<file path="src/design/calc_pkg.sv">
// Shared widths, timing constants and command types for the calculator controller
// Queue depth must stay a power of two, the pointers wrap naturally

package calc_pkg;

  // ==========================================================================
  // Widths and limits
  // ==========================================================================
  localparam int mat_id_w        = 6;   // Matrix ID bits
  localparam int dim_w           = 3;   // Row or column count bits
  localparam int rx_id_limit     = 32;  // First UART byte that is refused
  localparam int cmd_queue_depth = 4;
  localparam int cmd_ptr_w       = $clog2(cmd_queue_depth);
  localparam int cmd_cnt_w       = $clog2(cmd_queue_depth + 1);  // Holds 0..depth
  localparam int err_hold_cycles = 64;  // calc_err high time after a failure
  localparam int err_timer_w     = $clog2(err_hold_cycles);
  localparam int cycle_cnt_w     = 16;  // ALU cycle measurement, saturating

  // ==========================================================================
  // Types
  // ==========================================================================
  typedef enum logic [2:0] {
    op_none,
    op_add,
    op_mat_mul,
    op_scalar_mul,
    op_transpose,
    op_conv
  } op_code_t;

  // Operand shapes seen by the dimension check
  typedef struct packed {
    logic [dim_w-1:0] a_rows;
    logic [dim_w-1:0] a_cols;
    logic [dim_w-1:0] b_rows;
    logic [dim_w-1:0] b_cols;
  } mat_dims_t;

  // One queued command, 35 bits
  typedef struct packed {
    op_code_t            op;
    logic [mat_id_w-1:0] id_a;
    logic [mat_id_w-1:0] id_b;
    logic [7:0]          scalar;  // Two's complement
    mat_dims_t           dims;
  } calc_cmd_t;

endpackage

</file>
<file path="src/design/calc_cmd_if.sv">
// Command stream between entry, queue and dispatcher
// Transfer on a rising edge with valid and ready both high, fields held while stalled

`timescale 1ns/1ps

interface calc_cmd_if;
  import calc_pkg::*;

  logic                valid;
  logic                ready;
  op_code_t            op;
  logic [mat_id_w-1:0] id_a;
  logic [mat_id_w-1:0] id_b;
  logic [7:0]          scalar;
  mat_dims_t           dims;

  // Producer side
  modport source (
    output valid, op, id_a, id_b, scalar, dims,
    input  ready
  );

  // Consumer side
  modport sink (
    input  valid, op, id_a, id_b, scalar, dims,
    output ready
  );

endinterface

</file>
<file path="src/design/cmd_entry.sv">
// Operator entry FSM, one command per pass from switch select to queue handoff
// Buttons are assumed already debounced, only rising edges are used

`timescale 1ns/1ps

module cmd_entry (
  input  logic                clk,
  input  logic                rst_n,
  input  logic [7:0]          sw_mode_sel,
  input  logic [7:0]          scalar_sw,
  input  logic [7:0]          rx_data,
  input  logic                rx_done,
  input  logic                btn_confirm,
  input  logic                btn_esc,
  input  calc_pkg::mat_dims_t dims,
  calc_cmd_if.source          cmd,
  output logic                entry_busy
);
  import calc_pkg::*;

  typedef enum logic [2:0] {
    select_op,
    wait_id_a,
    wait_id_b,
    wait_scalar,
    offer
  } entry_state_t;

  entry_state_t        state;
  op_code_t            op_q;
  op_code_t            op_dec;
  logic [mat_id_w-1:0] id_a_q;
  logic [mat_id_w-1:0] id_b_q;
  logic [mat_id_w-1:0] rx_id;
  logic [7:0]          scalar_q;
  logic [7:0]          scalar_tc;
  mat_dims_t           dims_q;
  logic                confirm_prev, esc_prev;
  logic                confirm_edge, esc_edge;
  logic                rx_ok;
  logic                need_b;
  logic                pick_op, take_a, take_b, take_s, enter_offer;

  // ==========================================================================
  // Input conditioning
  // ==========================================================================
  assign confirm_edge = btn_confirm & ~confirm_prev;
  assign esc_edge     = btn_esc & ~esc_prev;

  assign rx_ok = rx_done && (rx_data < 8'(rx_id_limit));  // Bytes of 32 or more dropped
  assign rx_id = rx_data[mat_id_w-1:0];

  // Switch priority, highest switch wins
  always_comb begin
    if (sw_mode_sel[7])      op_dec = op_add;
    else if (sw_mode_sel[6]) op_dec = op_mat_mul;
    else if (sw_mode_sel[5]) op_dec = op_scalar_mul;
    else if (sw_mode_sel[4]) op_dec = op_transpose;
    else if (sw_mode_sel[3]) op_dec = op_conv;
    else                     op_dec = op_none;
  end

  // Sign-magnitude switches to two's complement, negative zero gives 0
  assign scalar_tc = scalar_sw[7] ? (8'd0 - {1'b0, scalar_sw[6:0]})
                                  : {1'b0, scalar_sw[6:0]};

  // ==========================================================================
  // Step strobes, escape wins over confirm and UART
  // ==========================================================================
  assign need_b  = (op_q == op_add) || (op_q == op_mat_mul);
  assign pick_op = (state == select_op) && !esc_edge && confirm_edge && (op_dec != op_none);
  assign take_a  = (state == wait_id_a) && !esc_edge && rx_ok;
  assign take_b  = (state == wait_id_b) && !esc_edge && rx_ok;
  assign take_s  = (state == wait_scalar) && !esc_edge && confirm_edge;

  // Last operand of the op taken
  assign enter_offer = take_b || take_s ||
                       (take_a && !need_b && (op_q != op_scalar_mul));

  always_ff @(posedge clk or negedge rst_n) begin
    if (!rst_n) begin
      state        <= select_op;
      op_q         <= op_none;
      confirm_prev <= 1'b0;
      esc_prev     <= 1'b0;
    end else begin
      confirm_prev <= btn_confirm;  // Edges during offer are simply lost
      esc_prev     <= btn_esc;
      case (state)
        select_op: begin
          if (pick_op) begin
            op_q  <= op_dec;
            state <= wait_id_a;
          end
        end
        wait_id_a: begin
          if (esc_edge)                   state <= select_op;
          else if (enter_offer)           state <= offer;
          else if (take_a && need_b)      state <= wait_id_b;
          else if (take_a)                state <= wait_scalar;  // Scalar multiply
        end
        wait_id_b: begin
          if (esc_edge)    state <= wait_id_a;  // Back one step only
          else if (take_b) state <= offer;
        end
        wait_scalar: begin
          if (esc_edge)    state <= select_op;
          else if (take_s) state <= offer;
        end
        offer: begin
          if (cmd.ready) state <= select_op;  // Handed to the queue
        end
        default: state <= select_op;
      endcase
    end
  end

  // Operand registers
  always_ff @(posedge clk) begin
    if (pick_op) scalar_q <= 8'd0;  // Only scalar multiply carries a scalar
    if (take_a) begin
      id_a_q <= rx_id;
      id_b_q <= (op_q == op_conv) ? rx_id : '0;  // Kernel goes to operand B too
    end
    if (take_b)      id_b_q   <= rx_id;
    if (take_s)      scalar_q <= scalar_tc;
    if (enter_offer) dims_q   <= dims;
  end

  assign cmd.valid  = (state == offer);
  assign cmd.op     = op_q;
  assign cmd.id_a   = id_a_q;
  assign cmd.id_b   = id_b_q;
  assign cmd.scalar = scalar_q;
  assign cmd.dims   = dims_q;
  assign entry_busy = (state == offer);  // Back-pressure seen by the operator

endmodule

</file>
<file path="src/design/cmd_queue.sv">
// Small command FIFO between operator entry and ALU dispatch
// Output fields come straight from storage, no read latency

`timescale 1ns/1ps

module cmd_queue (
  input  logic        clk,
  input  logic        rst_n,
  calc_cmd_if.sink    push_side,
  calc_cmd_if.source  pop_side
);
  import calc_pkg::*;

  calc_cmd_t            mem [cmd_queue_depth];
  calc_cmd_t            wr_cmd;
  calc_cmd_t            rd_cmd;
  logic [cmd_ptr_w-1:0] wr_ptr;
  logic [cmd_ptr_w-1:0] rd_ptr;
  logic [cmd_cnt_w-1:0] count;
  logic                 push, pop;

  assign push = push_side.valid && push_side.ready;
  assign pop  = pop_side.valid && pop_side.ready;

  // Pack incoming fields
  assign wr_cmd = '{op:     push_side.op,
                    id_a:   push_side.id_a,
                    id_b:   push_side.id_b,
                    scalar: push_side.scalar,
                    dims:   push_side.dims};

  always_ff @(posedge clk) begin
    if (push) mem[wr_ptr] <= wr_cmd;
  end

  always_ff @(posedge clk or negedge rst_n) begin
    if (!rst_n) begin
      wr_ptr <= '0;
      rd_ptr <= '0;
      count  <= '0;
    end else begin
      if (push) wr_ptr <= wr_ptr + 1'b1;  // Wraps, depth is a power of two
      if (pop)  rd_ptr <= rd_ptr + 1'b1;
      if (push && !pop)      count <= count + 1'b1;
      else if (pop && !push) count <= count - 1'b1;
    end
  end

  assign push_side.ready = (count != cmd_cnt_w'(cmd_queue_depth));  // Low only when full

  assign rd_cmd          = mem[rd_ptr];
  assign pop_side.valid  = (count != '0);
  assign pop_side.op     = rd_cmd.op;
  assign pop_side.id_a   = rd_cmd.id_a;
  assign pop_side.id_b   = rd_cmd.id_b;
  assign pop_side.scalar = rd_cmd.scalar;
  assign pop_side.dims   = rd_cmd.dims;

endmodule

</file>
<file path="src/design/alu_dispatch.sv">
// Takes one command at a time, checks shapes, runs the ALU start/done handshake
// Cycle count saturates, done and error counters wrap at 8 bits

`timescale 1ns/1ps

module alu_dispatch (
  input  logic                               clk,
  input  logic                               rst_n,
  calc_cmd_if.sink                           cmd,
  output logic                               alu_start,
  output calc_pkg::op_code_t                 alu_op,
  output logic [calc_pkg::mat_id_w-1:0]      alu_id_a,
  output logic [calc_pkg::mat_id_w-1:0]      alu_id_b,
  output logic [7:0]                         alu_scalar,
  input  logic                               alu_done,
  input  logic                               alu_err,
  output logic                               calc_err,
  output logic [calc_pkg::cycle_cnt_w-1:0]   last_cycles,
  output logic [7:0]                         done_count,
  output logic [7:0]                         err_count
);
  import calc_pkg::*;

  typedef enum logic [1:0] {
    idle,
    hold_check,
    run
  } disp_state_t;

  disp_state_t            state;
  mat_dims_t              dims_q;
  logic [cycle_cnt_w-1:0] cyc_cnt;
  logic [cycle_cnt_w-1:0] cyc_nxt;
  logic [err_timer_w-1:0] err_timer;
  logic                   take, dims_ok, fail;

  assign cmd.ready = (state == idle);
  assign take      = cmd.valid && cmd.ready;

  // Shape rule per op, everything else passes
  always_comb begin
    case (alu_op)
      op_add:     dims_ok = (dims_q.a_rows == dims_q.b_rows) &&
                            (dims_q.a_cols == dims_q.b_cols);
      op_mat_mul: dims_ok = (dims_q.a_cols == dims_q.b_rows);
      default:    dims_ok = 1'b1;
    endcase
  end

  // Rejection or ALU error both start the hold
  assign fail    = ((state == hold_check) && !dims_ok) || ((state == run) && alu_err);
  assign cyc_nxt = (cyc_cnt == '1) ? cyc_cnt : cyc_cnt + 1'b1;  // Saturate

  // Operands stay put from take until the next take
  always_ff @(posedge clk) begin
    if (take) begin
      alu_op     <= cmd.op;
      alu_id_a   <= cmd.id_a;
      alu_id_b   <= cmd.id_b;
      alu_scalar <= cmd.scalar;
      dims_q     <= cmd.dims;
    end
  end

  // ==========================================================================
  // Handshake FSM and measurement
  // ==========================================================================
  always_ff @(posedge clk or negedge rst_n) begin
    if (!rst_n) begin
      state       <= idle;
      alu_start   <= 1'b0;
      cyc_cnt     <= '0;
      last_cycles <= '0;
      done_count  <= '0;
      err_count   <= '0;
    end else begin
      alu_start <= 1'b0;  // One-cycle pulse
      case (state)
        idle: begin
          if (take) state <= hold_check;
        end
        hold_check: begin
          if (dims_ok) begin
            alu_start <= 1'b1;
            cyc_cnt   <= '0;
            state     <= run;
          end else begin
            err_count <= err_count + 1'b1;
            state     <= idle;  // ALU never sees it
          end
        end
        run: begin
          if (alu_err) begin
            err_count <= err_count + 1'b1;
            state     <= idle;
          end else if (alu_done) begin
            last_cycles <= cyc_nxt;  // Edges from start pulse to done
            done_count  <= done_count + 1'b1;
            state       <= idle;
          end else begin
            cyc_cnt <= cyc_nxt;
          end
        end
        default: state <= idle;
      endcase
    end
  end

  // Error flag hold, a new failure restarts the window
  always_ff @(posedge clk or negedge rst_n) begin
    if (!rst_n) begin
      calc_err  <= 1'b0;
      err_timer <= '0;
    end else if (fail) begin
      calc_err  <= 1'b1;
      err_timer <= '0;
    end else if (calc_err) begin
      if (err_timer == err_timer_w'(err_hold_cycles - 1)) calc_err <= 1'b0;
      err_timer <= err_timer + 1'b1;
    end
  end

endmodule

</file>
<file path="src/design/matrix_calc_ctrl.sv">
// Calculator control top, entry feeds a 4-deep queue that feeds the ALU dispatcher
// Dimension inputs are sampled when a command completes, not when it runs

`timescale 1ns/1ps

module matrix_calc_ctrl (
  input  logic                             clk,
  input  logic                             rst_n,
  // Operator side
  input  logic [7:0]                       sw_mode_sel,
  input  logic [7:0]                       scalar_sw,
  input  logic [7:0]                       rx_data,
  input  logic                             rx_done,
  input  logic                             btn_confirm,
  input  logic                             btn_esc,
  input  logic [calc_pkg::dim_w-1:0]       a_rows,
  input  logic [calc_pkg::dim_w-1:0]       a_cols,
  input  logic [calc_pkg::dim_w-1:0]       b_rows,
  input  logic [calc_pkg::dim_w-1:0]       b_cols,
  output logic                             entry_busy,
  // ALU side
  output logic                             alu_start,
  output calc_pkg::op_code_t               alu_op,
  output logic [calc_pkg::mat_id_w-1:0]    alu_id_a,
  output logic [calc_pkg::mat_id_w-1:0]    alu_id_b,
  output logic [7:0]                       alu_scalar,
  input  logic                             alu_done,
  input  logic                             alu_err,
  // Status
  output logic                             calc_err,
  output logic [calc_pkg::cycle_cnt_w-1:0] last_cycles,
  output logic [7:0]                       done_count,
  output logic [7:0]                       err_count
);
  import calc_pkg::*;

  mat_dims_t dims_in;

  assign dims_in = '{a_rows: a_rows, a_cols: a_cols, b_rows: b_rows, b_cols: b_cols};

  calc_cmd_if entry_q ();  // Entry to queue
  calc_cmd_if queue_d ();  // Queue to dispatcher

  cmd_entry u_entry (
    .clk, .rst_n, .sw_mode_sel, .scalar_sw, .rx_data, .rx_done,
    .btn_confirm, .btn_esc, .dims(dims_in), .cmd(entry_q.source), .entry_busy
  );

  cmd_queue u_queue (
    .clk, .rst_n, .push_side(entry_q.sink), .pop_side(queue_d.source)
  );

  alu_dispatch u_dispatch (
    .clk, .rst_n, .cmd(queue_d.sink), .alu_start, .alu_op, .alu_id_a, .alu_id_b,
    .alu_scalar, .alu_done, .alu_err, .calc_err, .last_cycles, .done_count, .err_count
  );

endmodule

</file>
<file path="config.mk">
export PLATFORM = sky130hd
export DESIGN_NAME = matrix_calc_ctrl
export DESIGN_NICKNAME = d
export VERILOG_FILES = /design/src/design/calc_pkg.sv /design/src/design/calc_cmd_if.sv /design/src/design/cmd_entry.sv /design/src/design/cmd_queue.sv /design/src/design/alu_dispatch.sv /design/src/design/matrix_calc_ctrl.sv
export SDC_FILE = /design/constraint.sdc
export NUM_CORES = 1
export LEC_CHECK = 0
export ABC_AREA = 0
export ABC_CLOCK_PERIOD_IN_PS = 5600
export BUFFER_PORTS_ARGS = -buffer_cell sky130_fd_sc_hd__buf_4
export CAP_MARGIN = 0
export CORE_MARGIN = 1
export CORE_UTILIZATION = 45
export DETAILED_ROUTE_END_ITERATION = 6
export PLACE_DENSITY_LB_ADDON = 0.15
export RECOVER_POWER = 50
export SLEW_MARGIN = 30
export SYNTH_ARGS = -nofsm -noshare
export SYNTH_HDL_FRONTEND = slang
export SYNTH_SLANG_ARGS = --single-unit
</file>
<file path="constraint.sdc">
create_clock -name clk -period 5.6 [get_ports clk]
set_input_delay 0.28 -clock clk [delete_from_list [all_inputs] [get_ports clk]]
set_output_delay 0.28 -clock clk [all_outputs]
set_load 0.01 [all_outputs]
</file>
==> results.md <==
- CTS Root Cell: clkbuf_16
- First-pass GRT wire length: 34800 um
- Syn avg cell area: 16.0 um2
- Number of synthesized flops with an enable pin: 207
- DR WL/cell: roughly 18 um
- Ys flop type: edfxtp_1
- Clock Sinks: 280
- Final core occ: roughly 54%
- Placed cell areas: between 0.01 and 0.015 mm2
- Htree depth: 1
- Drt drc: 0
- Final hold violation count: 0
- Final std cells w/o fill: about 1200
- Die X: approximately 160 um
- Register area share after synthesis: a little under three quarters
- Yosys warning count: 0
- # IOs: 101
- Vias in the first global route: about 6400
- Crit Path Category: reg2reg
- Starting Density: around 46%
- Vias/cell: 5.32
- Clock-pin slew on the worst setup and hold paths: 60 ps
- Post-CTS resize count: 0
- GRT overflow: 0
- Worst Setup End Kind: flip-flop
- CTS tree: yes
- Vias post-DR: between 6000 and 7000
- DP Cell Count: 1114
- Reg-to-Reg Start: u_queue.rd_ptr[0]$_DFFE_PN0P_
- Worst-margin pin slew: between 3000 and 4000 ps
- Failing checks: max-capacitance violations, max-slew violations
- Critical Path AT: 4070 ps
- Max FO, Critical Path: 37
- Initial DRC Count: about 540
- Mapped cell area: approximately 0.011 mm2
- Hold Path Class: in2reg
- Post-Place Worst Slack: 2760 ps
- P&R area growth vs syn: 17.6%
- Cell taking the most area after synthesis: edfxtp_1
- RSZ-0062 raised after global routing: no
- FF-to-FF path depth: 2
- Nets: 900
- Status: finished, violations left
- Ys async rst share: about a quarter
- Antenna Cells: 0
- Setup WS post-layout: around 1800 ps
- PD cells: roughly 450 mW/mm2
- Finished Cell Area: ~0.013 mm2
- Post-synthesis instance total: 707
- Total chip power: 6.01 mW
- WL final: 21500 um
- CTS Buf Count: 29
- Floorplan row count: 57
- Reg-to-reg slack, setup: between 1500 and 2000 ps
- Max Root-Sink Buffers: 3
- Synth cell count leaders: edfxtp_1 (207), dfrtp_1 (73), nor2_1 (43)
- RD Place Congestion: ~0.86
- Setup crit start kind: flip-flop
- Number of buffers inserted by hold repair at cts: 22
- VDD IR max: ~0.27 mV
- Sum Neg Setup Slack: 0 ps
- Fin crit share: between 60% and 70%
- Die Y: 160 um
- Die footprint: 0.0257 mm2
- Layout cell share with drive strength beyond 1: between 10% and 20%
- Antenna viol nets, final: 0
- Drt first pass iters: 5
- Number of library cell types mapped by synthesis: 56
- Core area: between 0.02 and 0.025 mm2
- Critical Path RT: approximately 5900 ps
- # Post-CTS Setup Buffers: 0
- Pins Over Slew Limit: 38
- Worst-case clock skew: between 15 and 20 ps
- Detail Placement HPWL: 13800 um
- FF+latch count, synth: 280
- # Max-Cap Violations: 1
- Slew Limit Headroom: -127%
- Post-route minimum period: between 3000 and 4000 ps
- Hold Startpoint: sw_mode_sel[6]
- Count leader, synth: edfxtp_1
- Lkg Pwr: ~4.9 nW
- Pin count of the biggest net entering global routing: 74
- Top post-synthesis cells by area: edfxtp_1 (55%), dfrtp_1 (16%), mux4_2 (7.0%)
- GRT Total Usage: approximately 17%
- Antenna violations before repair: 0
- Final Setup Violations: 0
- Syn_nets: 764
- Worst min-delay path endpoint: u_entry.cmd.op[2]$_DFFE_PN0P_
- Clock latency on the worst-skew pair: ~550 ps
- PortBufs: 97
- Min Hold Slack: about 37 ps
- FMAX: 262 MHz
- RR Endpoint: u_dispatch.alu_op[2]$_DFFE_PP_
- Cell depth of the worst hold path: 3
- Post-synth top area share: around 55%
==> state kept, by name, indices dropped and copies added, names as in the netlist, 2 cells and up <==
name / count
u_entry.state: 3
u_dispatch.err_timer: 6
u_entry.cmd.scalar: 8
u_queue.mem: 140
u_queue.rd_ptr: 2
u_dispatch.alu_id_a: 6
u_queue.count: 3
u_dispatch.alu_scalar: 8
u_entry.cmd.dims: 12
u_entry.cmd.op: 3
u_dispatch.last_cycles: 16
u_entry.cmd.id_a: 6
u_dispatch.done_count: 8
u_dispatch.alu_id_b: 6
u_dispatch.alu_op: 3
u_entry.cmd.id_b: 6
u_dispatch.cyc_cnt: 16
u_dispatch.state: 2
u_queue.wr_ptr: 2
u_dispatch.dims_q: 12
u_dispatch.err_count: 8
==> cell families after synthesis <==
logic type | synth area share (%)
flip-flops | 71.3
AND/OR/NAND/NOR | 8.59
XOR/XNOR | 3.88
adder cells (fa/ha/maj) | 1.62
AO/OA/AOI/OAI | 5.33
multiplexers | 7.75
buffers and inverters | 1.52
==> power by group <==
part	internal, mW	switching, mW	total (mW)
Combinational	0.592	0.786	1.38
Clock	1.04	0.751	1.80
Sequential	2.61	0.227	2.84
==> cells in the final DEF (no fill, tap or decap), types with 4 or more instances in the layout <==
master,instances
a31oi_1,6
nand3_1,18
or3_1,5
xor2_1,29
clkbuf_4,15
and2_1,5
clkinv_1,4
dfrtp_1,72
clkinv_2,8
nor4_1,10
and3_1,11
or2_2,4
mux2_2,5
xnor2_1,21
buf_4,26
inv_1,18
dlygate4sd3_1,22
a211o_1,9
edfxtp_1,207
clkbuf_16,29
ha_1,13
nand4_1,10
mux4_2,35
nand2b_1,12
nor2_1,43
nand2_1,41
o21ai_0,32
nor3_1,7
nor2b_1,7
a21oi_1,14
clkbuf_1,72
o31ai_1,9
==> how the worst max path moves through the flow <==
| stage | start | to | slack, ps | cells after the start |
|---|---|---|---|---|
| finish | u_queue.rd_ptr[0]$_DFFE_PN0P_ | u_dispatch.alu_op[2]$_DFFE_PP_ | 1790 | 2 |
| global route | u_queue.rd_ptr[0]$_DFFE_PN0P_ | u_dispatch.alu_op[2]$_DFFE_PP_ | 1330 | 2 |
| CTS | u_entry.state[0]$_DFFE_PN0P_ | u_queue.mem[1][30]$_DFFE_PP_ | 2730 | 6 |
| detailed placement | u_entry.state[0]$_DFFE_PN0P_ | u_queue.mem[1][28]$_DFFE_PP_ | 2760 | 6 |
| global placement | u_entry.state[0]$_DFFE_PN0P_ | u_queue.mem[0][30]$_DFFE_PP_ | 2750 | 5 |
| floorplan | u_entry.state[0]$_DFFE_PN0P_ | u_queue.mem[0][0]$_DFFE_PP_ | 3210 | 5 |
==> final cells by class <==
cell class                 instances  area (um2)
fill                            2031       11200
clock buffer                      37         756
timing repair buffer             130         802
clock inverter                    15         135
sequential                       280        8040
inverter                          18        67.6
multi-input combinational        384        3060
tap                              324         405
==> critical path, stage by stage, from the launching register on <==
cell      delay (ps)
dfrtp_2          330
clkbuf_1        2380
mux4_2           780
==> per-layer routing <==
layer  vias to the layer above  part of all wire [%]  global-route usage (%)  wire length [um]
met1                      3125                    44                    23.7              9490
met3                        40                   4.3                    2.20               925
met2                       181                    49                    29.0             10500
met4                         0                   2.8                    4.76               607
li1                       2974                     -                       -                 -
met5                         -                     0                       0                 0
No activity file was read; power rests on OpenSTA's default activity.
